### config.mk
export PLATFORM = sky130hd
export DESIGN_NAME = ao_top
export DESIGN_NICKNAME = d
export VERILOG_FILES = /design/src/rtl/ao_pkg.sv /design/src/rtl/ao_reg_if.sv /design/src/rtl/ao_top.sv /design/src/rtl/ao_irq_ctrl.sv /design/src/rtl/ao_power_seq.sv /design/src/rtl/ao_gpio.sv /design/src/rtl/ao_apb_ctrl.sv
export VERILOG_INCLUDE_DIRS = /design/src /design/src/rtl
export SDC_FILE = /design/constraint.sdc
export NUM_CORES = 1
export LEC_CHECK = 0
export BUFFER_PORTS_ARGS = -buffer_cell sky130_fd_sc_hd__buf_4
export CAP_MARGIN = 0
export CORE_UTILIZATION = 45
export DETAILED_ROUTE_END_ITERATION = 7
export GPL_ROUTABILITY_DRIVEN = 1
export PLACE_DENSITY_LB_ADDON = 0.15
export SLEW_MARGIN = 20
export SYNTH_ARGS = -nofsm -noshare
export SYNTH_HDL_FRONTEND = slang
export SYNTH_SLANG_ARGS = --single-unit
### constraint.sdc
create_clock -name clk_i -period 1.6 [get_ports clk_i]
set_clock_uncertainty 0.05 [all_clocks]
set_input_delay 0.08 -clock clk_i [delete_from_list [all_inputs] [get_ports clk_i]]
set_output_delay 0.08 -clock clk_i [all_outputs]
set_load 0.02 [all_outputs]
### src/rtl/ao_consts.svh
// ==========================================================================
// Widths, block map and register indexes of the always-on block.
// Include this file wherever the macros are needed.
// ==========================================================================
`ifndef AO_CONSTS_SVH
`define AO_CONSTS_SVH

`define AO_ADDR_W      12
`define AO_DATA_W      32
`define AO_GPIO_W      8
`define AO_NUM_DOMAINS 2
`define AO_IRQ_W       (`AO_GPIO_W + `AO_NUM_DOMAINS)

// address fields: block in 5:4, register in 3:2
`define AO_BLK_HI 5
`define AO_BLK_LO 4
`define AO_IDX_HI 3
`define AO_IDX_LO 2

`define AO_BLK_GPIO 0
`define AO_BLK_IRQ  1
`define AO_BLK_PWR  2

`define AO_REG_GPIO_OUT    0
`define AO_REG_GPIO_OE     1
`define AO_REG_GPIO_IN     2
`define AO_REG_IRQ_STATUS  0
`define AO_REG_IRQ_ENABLE  1
`define AO_REG_PWR_CTRL    0
`define AO_REG_PWR_STATUS  1

`endif
### src/rtl/ao_pkg.sv
// ==========================================================================
// Shared types of the always-on block, referenced as ao_pkg::name.
// ==========================================================================
`default_nettype none

`include "ao_consts.svh"

package ao_pkg;

  typedef logic [`AO_ADDR_W-1:0]              apb_addr_t;
  typedef logic [`AO_DATA_W-1:0]              reg_data_t;
  typedef logic [`AO_IDX_HI-`AO_IDX_LO:0]     reg_idx_t;
  typedef logic [`AO_GPIO_W-1:0]              gpio_vec_t;
  typedef logic [`AO_NUM_DOMAINS-1:0]         domain_vec_t;
  // gpio events in 7:0, power done in 9:8
  typedef logic [`AO_IRQ_W-1:0]               irq_vec_t;

  // power-down runs ON to OFF, power-up runs back
  typedef enum logic [3:0] {
    ON,
    CLK_OFF,
    ISO_ON,
    RST_ON,
    SW_OFF_WAIT,
    OFF,
    SW_ON_WAIT,
    RST_OFF,
    ISO_OFF,
    CLK_ON
  } pwr_state_e;

endpackage

`default_nettype wire

### src/rtl/ao_reg_if.sv
// ==========================================================================
// Register access bus from the APB front end to one datapath block.
// sel is high for the access cycle only; rdata is combinational.
// ==========================================================================
`timescale 1ns/1ps
`default_nettype none

interface ao_reg_if;

  logic              sel;
  logic              we;
  ao_pkg::reg_idx_t  idx;
  ao_pkg::reg_data_t wdata;
  ao_pkg::reg_data_t rdata;

  modport ctrl (
    output sel,
    output we,
    output idx,
    output wdata,
    input  rdata
  );

  modport blk (
    input  sel,
    input  we,
    input  idx,
    input  wdata,
    output rdata
  );

endinterface

`default_nettype wire

### src/rtl/ao_top.sv
// ==========================================================================
// Always-on block top level. APB slave with GPIO, power sequencing of two
// domains and one interrupt line; all ports are plain signals.
// ==========================================================================
`timescale 1ns/1ps
`default_nettype none

module ao_top (
  input  logic                clk_i,
  input  logic                rst_n_i,
  input  logic                psel_i,
  input  logic                penable_i,
  input  logic                pwrite_i,
  input  ao_pkg::apb_addr_t   paddr_i,
  input  ao_pkg::reg_data_t   pwdata_i,
  output ao_pkg::reg_data_t   prdata_o,
  output logic                pready_o,
  output logic                pslverr_o,
  input  ao_pkg::gpio_vec_t   gpio_i,
  output ao_pkg::gpio_vec_t   gpio_o,
  output ao_pkg::gpio_vec_t   gpio_oe_o,
  output ao_pkg::domain_vec_t pwr_switch_no,
  input  ao_pkg::domain_vec_t pwr_switch_ack_ni,
  output ao_pkg::domain_vec_t pwr_iso_no,
  output ao_pkg::domain_vec_t pwr_rst_no,
  output ao_pkg::domain_vec_t pwr_clkgate_en_no,
  output logic                irq_o
);

  ao_reg_if gpio_bus ();
  ao_reg_if irq_bus ();
  ao_reg_if pwr_bus ();

  ao_pkg::gpio_vec_t   gpio_rise;
  ao_pkg::domain_vec_t pwr_done;

  ao_apb_ctrl u_apb_ctrl (
    .clk_i     (clk_i),
    .rst_n_i   (rst_n_i),
    .psel_i    (psel_i),
    .penable_i (penable_i),
    .pwrite_i  (pwrite_i),
    .paddr_i   (paddr_i),
    .pwdata_i  (pwdata_i),
    .prdata_o  (prdata_o),
    .pready_o  (pready_o),
    .pslverr_o (pslverr_o),
    .gpio_bus  (gpio_bus.ctrl),
    .irq_bus   (irq_bus.ctrl),
    .pwr_bus   (pwr_bus.ctrl)
  );

  ao_gpio u_gpio (
    .clk_i       (clk_i),
    .rst_n_i     (rst_n_i),
    .gpio_i      (gpio_i),
    .gpio_o      (gpio_o),
    .gpio_oe_o   (gpio_oe_o),
    .gpio_rise_o (gpio_rise),
    .bus         (gpio_bus.blk)
  );

  ao_power_seq u_power_seq (
    .clk_i             (clk_i),
    .rst_n_i           (rst_n_i),
    .pwr_switch_ack_ni (pwr_switch_ack_ni),
    .pwr_switch_no     (pwr_switch_no),
    .pwr_iso_no        (pwr_iso_no),
    .pwr_rst_no        (pwr_rst_no),
    .pwr_clkgate_en_no (pwr_clkgate_en_no),
    .pwr_done_o        (pwr_done),
    .bus               (pwr_bus.blk)
  );

  ao_irq_ctrl u_irq_ctrl (
    .clk_i       (clk_i),
    .rst_n_i     (rst_n_i),
    .gpio_rise_i (gpio_rise),
    .pwr_done_i  (pwr_done),
    .irq_o       (irq_o),
    .bus         (irq_bus.blk)
  );

endmodule

`default_nettype wire

### src/rtl/ao_irq_ctrl.sv
// ==========================================================================
// Interrupt collector. Event pulses set sticky status bits, software
// clears them by writing ones; enabled bits drive irq_o.
// ==========================================================================
`timescale 1ns/1ps
`default_nettype none

`include "ao_consts.svh"

module ao_irq_ctrl (
  input  logic                clk_i,
  input  logic                rst_n_i,
  input  ao_pkg::gpio_vec_t   gpio_rise_i,
  input  ao_pkg::domain_vec_t pwr_done_i,
  output logic                irq_o,
  ao_reg_if.blk               bus
);

  ao_pkg::irq_vec_t events;
  ao_pkg::irq_vec_t clr;
  ao_pkg::irq_vec_t status_q;
  ao_pkg::irq_vec_t enable_q;

  assign events = {pwr_done_i, gpio_rise_i};

  always_comb begin
    clr = '0;
    if (bus.sel && bus.we && bus.idx == `AO_REG_IRQ_STATUS) begin
      clr = bus.wdata[`AO_IRQ_W-1:0];
    end
  end

  always_ff @(posedge clk_i or negedge rst_n_i) begin
    if (!rst_n_i) begin
      status_q <= '0;
      enable_q <= '0;
    end else begin
      // a new event beats a clear in the same cycle
      status_q <= (status_q & ~clr) | events;
      if (bus.sel && bus.we && bus.idx == `AO_REG_IRQ_ENABLE) begin
        enable_q <= bus.wdata[`AO_IRQ_W-1:0];
      end
    end
  end

  assign irq_o = |(status_q & enable_q);

  always_comb begin
    bus.rdata = '0;
    case (bus.idx)
      `AO_REG_IRQ_STATUS: bus.rdata[`AO_IRQ_W-1:0] = status_q;
      `AO_REG_IRQ_ENABLE: bus.rdata[`AO_IRQ_W-1:0] = enable_q;
      default:            bus.rdata = '0;
    endcase
  end

endmodule

`default_nettype wire

### src/rtl/ao_power_seq.sv
// ==========================================================================
// Power sequencers for the switchable domains. PWR_CTRL holds the
// requested off state per domain, PWR_STATUS shows the domains that are off.
// ==========================================================================
`timescale 1ns/1ps
`default_nettype none

`include "ao_consts.svh"

module ao_power_seq (
  input  logic                clk_i,
  input  logic                rst_n_i,
  input  ao_pkg::domain_vec_t pwr_switch_ack_ni,
  output ao_pkg::domain_vec_t pwr_switch_no,
  output ao_pkg::domain_vec_t pwr_iso_no,
  output ao_pkg::domain_vec_t pwr_rst_no,
  output ao_pkg::domain_vec_t pwr_clkgate_en_no,
  output ao_pkg::domain_vec_t pwr_done_o,
  ao_reg_if.blk               bus
);

  ao_pkg::domain_vec_t req_q;
  ao_pkg::domain_vec_t off_vec;

  // requests that land mid-sequence wait here until ON or OFF
  always_ff @(posedge clk_i or negedge rst_n_i) begin
    if (!rst_n_i) begin
      req_q <= '0;
    end else if (bus.sel && bus.we && bus.idx == `AO_REG_PWR_CTRL) begin
      req_q <= bus.wdata[`AO_NUM_DOMAINS-1:0];
    end
  end

  for (genvar d = 0; d < `AO_NUM_DOMAINS; d++) begin : g_dom
    ao_pkg::pwr_state_e state_q;
    ao_pkg::pwr_state_e state_d;
    logic sw_n_q;
    logic iso_n_q;
    logic rst_n_q;
    logic clk_n_q;
    logic done_q;
    logic off_q;

    always_comb begin
      state_d = state_q;
      case (state_q)
        ao_pkg::ON:          if (req_q[d]) state_d = ao_pkg::CLK_OFF;
        ao_pkg::CLK_OFF:     state_d = ao_pkg::ISO_ON;
        ao_pkg::ISO_ON:      state_d = ao_pkg::RST_ON;
        ao_pkg::RST_ON:      state_d = ao_pkg::SW_OFF_WAIT;
        ao_pkg::SW_OFF_WAIT: if (!pwr_switch_ack_ni[d]) state_d = ao_pkg::OFF;
        ao_pkg::OFF:         if (!req_q[d]) state_d = ao_pkg::SW_ON_WAIT;
        ao_pkg::SW_ON_WAIT:  if (pwr_switch_ack_ni[d]) state_d = ao_pkg::RST_OFF;
        ao_pkg::RST_OFF:     state_d = ao_pkg::ISO_OFF;
        ao_pkg::ISO_OFF:     state_d = ao_pkg::CLK_ON;
        ao_pkg::CLK_ON:      state_d = ao_pkg::ON;
        default:             state_d = ao_pkg::ON;
      endcase
    end

    // outputs follow the state they enter with
    always_ff @(posedge clk_i or negedge rst_n_i) begin
      if (!rst_n_i) begin
        state_q <= ao_pkg::ON;
        sw_n_q  <= 1'b1;
        iso_n_q <= 1'b1;
        rst_n_q <= 1'b1;
        clk_n_q <= 1'b1;
        done_q  <= 1'b0;
        off_q   <= 1'b0;
      end else begin
        state_q <= state_d;
        clk_n_q <= state_d inside {ao_pkg::ON, ao_pkg::CLK_ON};
        iso_n_q <= state_d inside {ao_pkg::ON, ao_pkg::CLK_OFF, ao_pkg::ISO_OFF,
                                   ao_pkg::CLK_ON};
        rst_n_q <= !(state_d inside {ao_pkg::RST_ON, ao_pkg::SW_OFF_WAIT, ao_pkg::OFF,
                                     ao_pkg::SW_ON_WAIT});
        sw_n_q  <= !(state_d inside {ao_pkg::SW_OFF_WAIT, ao_pkg::OFF});
        done_q  <= (state_d != state_q) && (state_d inside {ao_pkg::ON, ao_pkg::OFF});
        if (state_d == ao_pkg::OFF) begin
          off_q <= 1'b1;
        end else if (state_d == ao_pkg::ON) begin
          off_q <= 1'b0;
        end
      end
    end

    assign pwr_switch_no[d]     = sw_n_q;
    assign pwr_iso_no[d]        = iso_n_q;
    assign pwr_rst_no[d]        = rst_n_q;
    assign pwr_clkgate_en_no[d] = clk_n_q;
    assign pwr_done_o[d]        = done_q;
    assign off_vec[d]           = off_q;

    a_iso_before_switch: assert property (
      @(posedge clk_i) disable iff (!rst_n_i) !sw_n_q |-> !iso_n_q
    );
    a_rst_release_powered: assert property (
      @(posedge clk_i) disable iff (!rst_n_i) $rose(rst_n_q) |-> sw_n_q
    );
  end

  always_comb begin
    bus.rdata = '0;
    case (bus.idx)
      `AO_REG_PWR_CTRL:   bus.rdata[`AO_NUM_DOMAINS-1:0] = req_q;
      `AO_REG_PWR_STATUS: bus.rdata[`AO_NUM_DOMAINS-1:0] = off_vec;
      default:            bus.rdata = '0;
    endcase
  end

endmodule

`default_nettype wire

### src/rtl/ao_gpio.sv
// ==========================================================================
// GPIO block: output and output-enable registers, two-flop input
// synchronizer and one-cycle rising-edge events for the interrupt block.
// ==========================================================================
`timescale 1ns/1ps
`default_nettype none

`include "ao_consts.svh"

module ao_gpio (
  input  logic              clk_i,
  input  logic              rst_n_i,
  input  ao_pkg::gpio_vec_t gpio_i,
  output ao_pkg::gpio_vec_t gpio_o,
  output ao_pkg::gpio_vec_t gpio_oe_o,
  output ao_pkg::gpio_vec_t gpio_rise_o,
  ao_reg_if.blk             bus
);

  ao_pkg::gpio_vec_t out_q;
  ao_pkg::gpio_vec_t oe_q;
  ao_pkg::gpio_vec_t meta_q;
  ao_pkg::gpio_vec_t sync_q;
  ao_pkg::gpio_vec_t prev_q;
  ao_pkg::gpio_vec_t rise_q;
  logic              wr_en;

  assign wr_en = bus.sel && bus.we;

  always_ff @(posedge clk_i or negedge rst_n_i) begin
    if (!rst_n_i) begin
      out_q <= '0;
      oe_q  <= '0;
    end else if (wr_en) begin
      if (bus.idx == `AO_REG_GPIO_OUT) begin
        out_q <= bus.wdata[`AO_GPIO_W-1:0];
      end
      if (bus.idx == `AO_REG_GPIO_OE) begin
        oe_q <= bus.wdata[`AO_GPIO_W-1:0];
      end
    end
  end

  // pins are asynchronous to clk_i
  always_ff @(posedge clk_i or negedge rst_n_i) begin
    if (!rst_n_i) begin
      meta_q <= '0;
      sync_q <= '0;
      prev_q <= '0;
      rise_q <= '0;
    end else begin
      meta_q <= gpio_i;
      sync_q <= meta_q;
      prev_q <= sync_q;
      rise_q <= sync_q & ~prev_q;
    end
  end

  assign gpio_o      = out_q;
  assign gpio_oe_o   = oe_q;
  assign gpio_rise_o = rise_q;

  always_comb begin
    bus.rdata = '0;
    case (bus.idx)
      `AO_REG_GPIO_OUT: bus.rdata[`AO_GPIO_W-1:0] = out_q;
      `AO_REG_GPIO_OE:  bus.rdata[`AO_GPIO_W-1:0] = oe_q;
      `AO_REG_GPIO_IN:  bus.rdata[`AO_GPIO_W-1:0] = sync_q;
      default:          bus.rdata = '0;
    endcase
  end

endmodule

`default_nettype wire

### src/rtl/ao_apb_ctrl.sv
// ==========================================================================
// APB slave front end. Decodes the block from the address and steers
// zero-wait-state transfers onto the three register buses.
// ==========================================================================
`timescale 1ns/1ps
`default_nettype none

`include "ao_consts.svh"

module ao_apb_ctrl (
  input  logic              clk_i,
  input  logic              rst_n_i,
  input  logic              psel_i,
  input  logic              penable_i,
  input  logic              pwrite_i,
  input  ao_pkg::apb_addr_t paddr_i,
  input  ao_pkg::reg_data_t pwdata_i,
  output ao_pkg::reg_data_t prdata_o,
  output logic              pready_o,
  output logic              pslverr_o,
  ao_reg_if.ctrl            gpio_bus,
  ao_reg_if.ctrl            irq_bus,
  ao_reg_if.ctrl            pwr_bus
);

  logic                              access;
  logic [`AO_BLK_HI-`AO_BLK_LO:0]    blk;
  ao_pkg::reg_idx_t                  idx;
  logic                              mapped;

  assign access = psel_i && penable_i;
  assign blk    = paddr_i[`AO_BLK_HI:`AO_BLK_LO];
  assign idx    = paddr_i[`AO_IDX_HI:`AO_IDX_LO];
  assign mapped = (blk == `AO_BLK_GPIO) || (blk == `AO_BLK_IRQ) || (blk == `AO_BLK_PWR);

  // no wait states, so every access cycle completes
  assign pready_o  = access;
  assign pslverr_o = access && !mapped;

  assign gpio_bus.sel   = access && (blk == `AO_BLK_GPIO);
  assign gpio_bus.we    = pwrite_i;
  assign gpio_bus.idx   = idx;
  assign gpio_bus.wdata = pwdata_i;

  assign irq_bus.sel    = access && (blk == `AO_BLK_IRQ);
  assign irq_bus.we     = pwrite_i;
  assign irq_bus.idx    = idx;
  assign irq_bus.wdata  = pwdata_i;

  assign pwr_bus.sel    = access && (blk == `AO_BLK_PWR);
  assign pwr_bus.we     = pwrite_i;
  assign pwr_bus.idx    = idx;
  assign pwr_bus.wdata  = pwdata_i;

  always_comb begin
    case (blk)
      `AO_BLK_GPIO: prdata_o = gpio_bus.rdata;
      `AO_BLK_IRQ:  prdata_o = irq_bus.rdata;
      `AO_BLK_PWR:  prdata_o = pwr_bus.rdata;
      default:      prdata_o = '0;
    endcase
  end

  // every access cycle follows a setup cycle
  property p_ready_after_setup;
    @(posedge clk_i) disable iff (!rst_n_i)
      pready_o |-> penable_i && $past(psel_i && !penable_i);
  endproperty
  a_ready_after_setup: assert property (p_ready_after_setup);

  a_one_sel: assert property (
    @(posedge clk_i) disable iff (!rst_n_i)
      $onehot0({gpio_bus.sel, irq_bus.sel, pwr_bus.sel})
  );

endmodule

`default_nettype wire

# Word-level counts from Yosys, hierarchy flattened
# Index checks and enable logic that the tools add are counted.
[classes] add_sub_neg=0 n_mul=0 n_div=0 magnitude_cmp=0 n_eq_ne=36 n_shift=0 muxes=19 bitwise=6 n_reduce_logical=39
[ops] operator="$pmux 4 s9" count=2
[ops] operator="$eq 4x3->1 const B" count=14
[ops] operator="$mux 4" count=8
[ops] operator="$pmux 10 s3" count=1
[ops] operator="$eq 4x2->1 const B" count=6
[ops] operator="$eq 4x4->1 const B" count=6
[ops] operator="$pmux 8 s3" count=1
[ops] operator="$and 10x10->10" count=2
[ops] operator="$pmux 10 s2" count=1
[ops] operator="$eq 4x1->1 const B" count=4
[ops] operator="$logic_not 4->1" count=4
[ops] operator="$reduce_bool 4->1" count=4
[ops] operator="$logic_and 1x1->1" count=13
[ops] operator="$reduce_bool 2->1" count=6
[ops] operator="$mux 10" count=1
[ops] operator="$not 10->10" count=1
[ops] operator="$or 10x10->10" count=1
[ops] operator="$reduce_or 10->1" count=1
[ops] operator="$and 8x8->8" count=1
[ops] operator="$ne 4x4->1" count=2
[ops] operator="$not 8->8" count=1
[ops] operator="$logic_not 1->1" count=5
[ops] operator="$eq 2x1->1 const B" count=2
[ops] operator="$eq 2x2->1 const B" count=2
[ops] operator="other kinds (5)" count=11
[totals] regBits=90 latch_bits=0 ramBits=0 romBits=0 input_bits=59 out_inout_bits=59 word_cells=123 mem_count=0

# Logic depth before layout (Yosys ltp)
# Gate-level depths: netlist of run 1.
[depth] word_depth=8 depth_mapped=6 mapped_depth_nobuf=4

# Modules after synthesis
# Synthesis of run 1 repeated with hierarchy kept, for this count alone.
[hier_totals] cells_unflattened=560 area_unflattened_um2=5955.7
[by_module_without_submodules] module="ao_gpio" n_inst=1 cells_each=120 area_per_inst_um2=1883.1 seq_area_each_um2=1201.2
[by_module_without_submodules] module="ao_apb_ctrl" n_inst=1 cells_each=189 area_per_inst_um2=1584.0 seq_area_each_um2=0.0
[by_module_without_submodules] module="ao_power_seq" n_inst=1 cells_each=146 area_per_inst_um2=1321.3 seq_area_each_um2=560.5
[by_module_without_submodules] module="ao_irq_ctrl" n_inst=1 cells_each=105 area_per_inst_um2=1167.4 seq_area_each_um2=500.5

# Worst setup path before layout of run 1
# No wires, ideal clock.
[synth_timing] path_kind="flip-flop to flip-flop" start="reg u_power_seq.g_dom[1].state_q[1]" end="reg u_power_seq.g_dom[1].off_q" setup_time_ns=0.122 arrival_ns=1.193 t_required_ns=1.428 slack_ns=0.235 path_stages_with_launch=5 n_path_buf=1 synth_period_minus_slack_ns=1.365 cell_sequence="dfrtp_1 -> clkbuf_1 -> nor3_1 -> mux2i_1 -> a32o_1"
[synth_between] elab_chain_len=4 elab_cells_between_ends=18 classes_between="eq/ne (9); mux (6); reduce/logical (3)"
[synth_rtl] item="start, declared" line="ao_power_seq.sv:35" rtl="ao_pkg::pwr_state_e state_q;"
[synth_rtl] item="start signal, assigned" line="ao_power_seq.sv:64" rtl="state_q <= ao_pkg::ON;"
[synth_rtl] item="start signal, assigned" line="ao_power_seq.sv:72" rtl="state_q <= state_d;"
[synth_rtl] item="$eq 4x4->1 (tied with other cells)" line="ao_power_seq.sv:46" rtl="case (state_q)"
[synth_rtl] item="$pmux 4 s9 *" line="ao_power_seq.sv:46"
[synth_rtl] item="$eq 4x3->1 / $logic_not 4->1 (equally long branches)" line="ao_power_seq.sv:80, ao_power_seq.sv:82"
[synth_rtl] item="$mux 1 / $reduce_bool 2->1 (equally long branches)"
[synth_rtl] item="end signal, assigned" line="ao_power_seq.sv:70" rtl="off_q <= 1'b0;"
[synth_rtl] item="end signal, assigned" line="ao_power_seq.sv:81" rtl="off_q <= 1'b1;"
[synth_rtl] item="end signal, assigned" line="ao_power_seq.sv:83" rtl="off_q <= 1'b0;"
[synth_rtl] item="end, declared" line="ao_power_seq.sv:42" rtl="logic off_q;"
# Mark *: on every way between the ends. The rest lies on a longest branch, timed or not.
# A chain may end at the register's enable or synchronous reset.

# Final worst setup path of run 1
[layout_timing] start="reg u_irq_ctrl.status_q[6]" end="out irq_o"
[layout_between] elab_chain_len=2
[layout_rtl] item="start, declared" line="ao_irq_ctrl.sv:21" rtl="ao_pkg::irq_vec_t status_q;"
[layout_rtl] item="start signal, assigned" line="ao_irq_ctrl.sv:39" rtl="status_q <= (status_q & ~clr) | events;"
[layout_rtl] item="$and 10x10->10" line="ao_irq_ctrl.sv:46" rtl="assign irq_o = |(status_q & enable_q);"
[layout_rtl] item="$reduce_or 10->1" line="ao_irq_ctrl.sv:46"
[layout_rtl] item="end, declared" line="ao_top.sv:27" rtl="output logic irq_o"
# No other way between the ends.

==> results.toml, run 1 <==
[pwr]
power_density_nw_per_um2 = 1249
vdd_drop_max_mv = 0.5055
p_leak_nw = 2.447

[routing]
dr.pass1.iters = 4
met3WireLength_um = 321
wirelength_um = 8275
drt_iter0_drc = 66
wl_met2_um = 4035
final_antenna_net_count = 0
topRoutingLayerUsed = "met4"
via_per_inst = 4.907
drc = 0
drt-wirelength-per-cell_um = 15.02
vias = 2704
met1Wirelength_um = 3819

[global_route]
overflow = 0
grt_max_degree = 57
grt_pass1_wl_um = 13140
grt_antenna_before_repair = 0
grt_util_all_layers_pct = 19.62
grt_pass1_vias = 2571

[logic_synthesis]
netlist_top_cells_count = "dfrtp_1, buf_4, nor2_1, mux2_2, mux2i_1"
ys_warn_count = 0
yosysSeqAreaShare_pct = 56.48
synth_most_common_cell = "dfrtp_1"
synth_edf_count = 0
syn_avg_cell_area_um2 = 12.03
synth_top_area_cell = "dfrtp_1"
ys.flop_type = "dfrtp_1"
yosysTopAreaCellShare_pct = 51.23
synthArstFlopShare_pct = 100.0
netlist_area_um2 = 4005
synthTopCellsByArea = "dfrtp_1, mux2_2, buf_4"
ys_types = 45
syn-instance-count = 333
ys_ff_latch = 90

[sta]
whs_ns = 0.05119
final_max_slew_viol_count = 0
period_share_pct = 106.1
fmax_mhz = 588.9
min_period_ns = 1.698
setup_viol_count_final = 1
hold_viol_final = 0
setup_ws_ns = -0.09805
rsz0062_at_grt = "true"

[critical_path]
worst_setup_path_end_kind = "primary output"
rr_endpoint = "u_power_seq.g_dom[0].off_q$_DFFE_PN0P_"
r2r_slack_ns = 0.23
crit_required_ns = 1.47
crit_path_max_incr_delay_ns = 0.40
r2r_cells = 5
cp_cell_sequence = "a22o_1, a221oi_2, nand4_1, buf_6"
worstSetupPathType = "register to primary output"
crit_fanout = 2
cp.arrival_ns = 1.57
reg2reg_from = "u_power_seq.req_q[0]$_DFFE_PN0P_"
critPathLaunchType = "register"
slowest_stage = "dfrtp_1"

[floorplanning]
fp.dieW_um = 96.34
rows = 34
die_h_um = 96.34
pin_count = 118
core_um2 = 8678
die_area_um2 = 9281
start_util_pct = 46.15

[final_layout]
finalNetCount = 497
diodes = 0
drive_above_1_share_pct = 37.70
final_util_pct = 58.98
syn2layout_area_growth_pct = 27.80

[cts]
insertion_delay_ns = 0.37
cts_sinks = 90
root_buffer = "clkbuf_8"
cts_tree = "built"
clock_path_buffers = 2
numCtsBuffers = 9
clk_pin_slew_ns = 0.09
h-tree-depth = 3

[outcome]
violations = "negative setup slack"
status = "complete, but fails checks"

[job]
cap_viol_max_count = 0

[place]
portBuffers = 65
gp_congestion = 0.7716
dp_hpwl_um = 5424

[hold_path]
min-delay-path-class = "input port to async pin"
-- where the power goes --
group | internal, mW | switching, mW
clock network | 0.608 | 0.884
logic | 0.936 | 0.996
registers | 2.70 | 0.266
-- layout by cell type, fill, tap and decap left out, drive strengths merged, types with 2 or more instances in the layout --
cell	Yosys	final
nor2	27	27
nor3b	3	3
mux2	30	30
dfstp	8	8
clkinv	0	2
nand3	2	2
nor2b	12	12
nand2b	8	8
dfrtp	82	82
nor3	6	6
buf	35	98
a21o	13	13
o21ai	2	2
inv	3	8
conb	1	22
dlygate4sd3	0	21
nand2	19	19
a21oi	17	17
a32o	3	3
or2	2	2
mux2i	19	19
a22oi	5	5
o211ai	3	3
o22ai	9	9
clkbuf	11	9
-- cell families after synthesis --
group                  count (synthesis)  share of synthesized area (%)
buffers and inverters                 49                          7.872
XOR/XNOR                               1                         0.2187
AO/OA/AOI/OAI                         56                          9.341
AND/OR/NAND/NOR                       87                          12.06
multiplexers                          49                          13.93
other                                  1                        0.09363
flip-flops                            90                          56.48
-- through the flow --
stage | setup slack [ns] | TNS, ns | cells | area [um2] | total power, mW
floorplan | 0.2350 | 0 | 354 | 4084 | 4.314
global placement | 0.09762 | 0 | 498 | 4556 | 4.796
detailed placement | 0.08472 | 0 | 498 | 4556 | 4.824
CTS | -0.07676 | -0.08807 | 541 | 5027 | 6.404
global route | -0.1549 | -0.4279 | 551 | 5119 | 6.815
finish | -0.09805 | -0.09805 | 551 | 5119 | 6.392
-- worst max-delay path: cells and delay by family, from the launching register on --
kind | cells | cell delay, ns
DFF | 1 | 0.40
and+or+nand+nor | 1 | 0.18
buffers and inverters | 1 | 0.17
AOI/OAI and AO/OA | 2 | 0.46
-- sequential cells by signal (all words and copies together) (netlist names), 8 cells and up --
register,count
u_gpio.sync_q,8
u_gpio.gpio_rise_o,8
u_gpio.gpio_o,8
u_irq_ctrl.enable_q,10
u_power_seq.g_dom.state_q,8
u_gpio.meta_q,8
u_irq_ctrl.status_q,10
u_gpio.gpio_oe_o,8
u_gpio.prev_q,8
-- how the worst max path moves through the flow --
stage | start | to | slack (ns) | cells past startpoint
global placement | paddr_i[5] | u_gpio.gpio_oe_o[2]$_DFFE_PN0P_ | 0.1 | 5
floorplan | u_power_seq.g_dom[1].state_q[1]$_DFF_PN0_ | u_power_seq.g_dom[1].off_q$_DFFE_PN0P_ | 0.23 | 4
finish | u_irq_ctrl.status_q[6]$_DFF_PN0_ | irq_o | -0.1 | 4
CTS | u_irq_ctrl.enable_q[6]$_DFFE_PN0P_ | irq_o | -0.08 | 4
detailed placement | paddr_i[5] | u_gpio.gpio_oe_o[1]$_DFFE_PN0P_ | 0.08 | 5
global route | u_irq_ctrl.status_q[2]$_DFF_PN0_ | irq_o | -0.15 | 4
-- routing by layer --
| layer | track usage, % | vias up |
|---|---|---|
| li1 | - | 1307 |
| met1 | 26.35 | 1323 |
| met2 | 31.32 | 66 |
| met3 | 5.292 | 8 |
| met4 | 5.515 | 0 |
| met5 | 0 | - |
-- area by class of cell --
class | count | area [um2]
repair buffers | 119 | 978.4
clock buffers | 9 | 123.9
inverters | 3 | 11.26
clock inverters | 7 | 66.31
fillers | 765 | 3560
flip-flops and latches | 90 | 2263
well taps | 108 | 135.1
multi-input cells | 215 | 1540
-- repair_timing --
| action | 4_1_cts | 5_1_grt |
|---|---|---|
| setup endpoints to repair | 3 | 9 |
| hold buffers | 21 | 0 |
| hold endpoints to repair | 138 | 0 |
| buffers inserted | 6 | 10 |
| resized for setup | 5 | 5 |
| pin swaps | 5 | 2 |
Power figures use the tool's default switching activity.
==> run 2: changes to the inputs <==
Settings changed: CORE_ASPECT_RATIO set to 0.8, MAX_ROUTING_LAYER set to met4.
Clock period 1.6 ns to 1.67 ns, I/O delays scaled along.
==> run 2 against run 1 <==
  * The flow still finishes with violations (negative setup slack)
  * Global-route usage up 0.52 points
  * Die area about the same
  * Largest power group unchanged
  * Via count unchanged
  * Critical endpoint unchanged
  * Worst setup slack better by 0.073 ns
  * Wire length up 0.60%
  * Power down 0.40%
==> results.toml, run 2 (synthesis gave the netlist of run 1 again) <==
[sta]
min_period_ns = 1.695
period_share_pct = 101.5
rsz0062_at_grt = "true"
setup_viol_count_final = 1
final_max_slew_viol_count = 0
hold_viol_final = 0
tns_ns = -0.02541
setup_ws_ns = -0.02541
fmax_mhz = 589.8

[global_route]
overflow = 0
grt_pass1_vias = 2608
grt_antenna_before_repair = 0
grt_pass1_wl_um = 13520
grt_max_degree = 35
grt_util_all_layers_pct = 20.14

[floorplanning]
die_area_um2 = 9284
fp.dieW_um = 107.5
pin_count = 118
start_util_pct = 46.80
core_um2 = 8558
rows = 30
die_h_um = 86.38

[final_layout]
syn2layout_area_growth_pct = 26.18
seq_area_um2 = 2263
reg_top3 = "u_irq_ctrl.enable_q (10), u_irq_ctrl.status_q (10)"
layout_commonest_cell = "buf_4"
fillers = 716
diodes = 0
multiInputGateArea_um2 = 1536
finalNetCount = 484
final_cell_mix = "buf_4, dfrtp_1, nor2_1"
drive_above_1_share_pct = 34.88

[routing]
dr.pass1.iters = 4
final_antenna_net_count = 0
drt_iter0_drc = 94
wirelength_um = 8325
drt-wirelength-per-cell_um = 15.36
vias = 2704
via_per_inst = 4.989
drc = 0

[cts]
numCtsBuffers = 9
clk_pin_slew_ns = 0.09
h-tree-depth = 3
cts_tree = "built"
clock_path_buffers = 2
insertion_delay_ns = 0.35
root_buffer = "clkbuf_8"
cts_sinks = 90

[job]
cap_viol_max_count = 0

[pwr]
p_leak_nw = 2.396
vdd_drop_max_mv = 0.5917
finalPower_mw = 6.366
power_density_nw_per_um2 = 1260

[critical_path]
cp.arrival_ns = 1.56
worstSetupPathType = "register to primary output"
crit_fanout = 2
worst_setup_path_end_kind = "primary output"
critPathLaunchType = "register"
crit_required_ns = 1.54

[place]
dp_hpwl_um = 5631
portBuffers = 65
preCtsSetupSlack_ns = 0.1258
gp_congestion = 0.7759

[outcome]
status = "complete, but fails checks"
violations = "negative setup slack"

[hold_path]
min-delay-path-class = "input port to register"
==> run 2: changes by cell type in the layout (fill, tap and decap cells not counted), sizes merged <==
cell / delta
clkinvlp: +1
clkbuf: +2
clkinv: -1
bufinv: +3
buf: -13
inv: -5
==> run 2: metal layers <==
metal | share of wire, % | GRT usage (%)
met4 | 0.94 | 5.230
met1 | 49 | 27.99
met3 | 4.4 | 4.887
met5 | 0 | -
met2 | 45 | 29.74
==> run 2: through the flow <==
step	hold WS [ns]	utilization, %	std cells	area (um2)
final	0.1086	59.05	542	5054
after global routing	0.09281	59.05	542	5054
after CTS	0.08958	58.46	539	5004
after detailed placement	-0.01855	53.06	501	4541
after global placement	-0.02259	53.06	501	4541
after floorplan	-0.2621	-	354	4084
==> run 2: final timing paths <==
path | from | end | slack (ns) | cells after the start
max | u_irq_ctrl.enable_q[6]$_DFFE_PN0P_ | irq_o | -0.03 | 4
min | paddr_i[4] | u_power_seq.req_q[0]$_DFFE_PN0P_ | 0.11 | 3
max reg2reg | u_power_seq.g_dom[1].state_q[1]$_DFF_PN0_ | u_power_seq.g_dom[1].off_q$_DFFE_PN0P_ | 0.36 | 3
min reg2reg | u_gpio.meta_q[1]$_DFF_PN0_ | u_gpio.sync_q[1]$_DFF_PN0_ | 0.30 | 0
max in group asynchronous | rst_n_i | u_power_seq.g_dom[1].sw_n_q$_DFF_PN1_ | 0.84 | 3
min in group asynchronous | rst_n_i | u_gpio.gpio_o[4]$_DFFE_PN0P_ | 0.14 | 2
==> run 2: critical path, stage by stage (launching register included) <==
cell,delay (ns)
dfrtp_1,0.39
a22o_1,0.28
a221oi_2,0.18
nand4_1,0.18
buf_6,0.18
==> run 2: repair_timing <==
action,CTS,global route
endpoints found under the hold margin,132,0
gates resized for setup,2,7
pin swaps,3,2
gates cloned,0,0
setup buffers,1,3
hold buffers,21,0
setup endpoints to repair,3,4
==> run 2: final cells by class <==
| type | instances | area share [%] |
|---|---|---|
| Sequential cell | 90 | 44.79 |
| Multi-Input combinational cell | 215 | 30.40 |
| Timing Repair Buffer | 106 | 17.18 |
| Tap cell | 112 | 2.773 |
| Clock buffer | 11 | 2.600 |
| Clock inverter | 5 | 2.030 |
| Inverter | 3 | 0.2228 |
==> run 2: where the power goes <==
| part | internal, mW | leakage [nW] | switching (mW) |
|---|---|---|---|
| logic | 0.839 | 1.20 | 0.918 |
| clock network | 0.993 | 0.114 | 0.745 |
| registers | 2.59 | 1.08 | 0.282 |
| total | 4.42 | 2.40 | 1.95 |
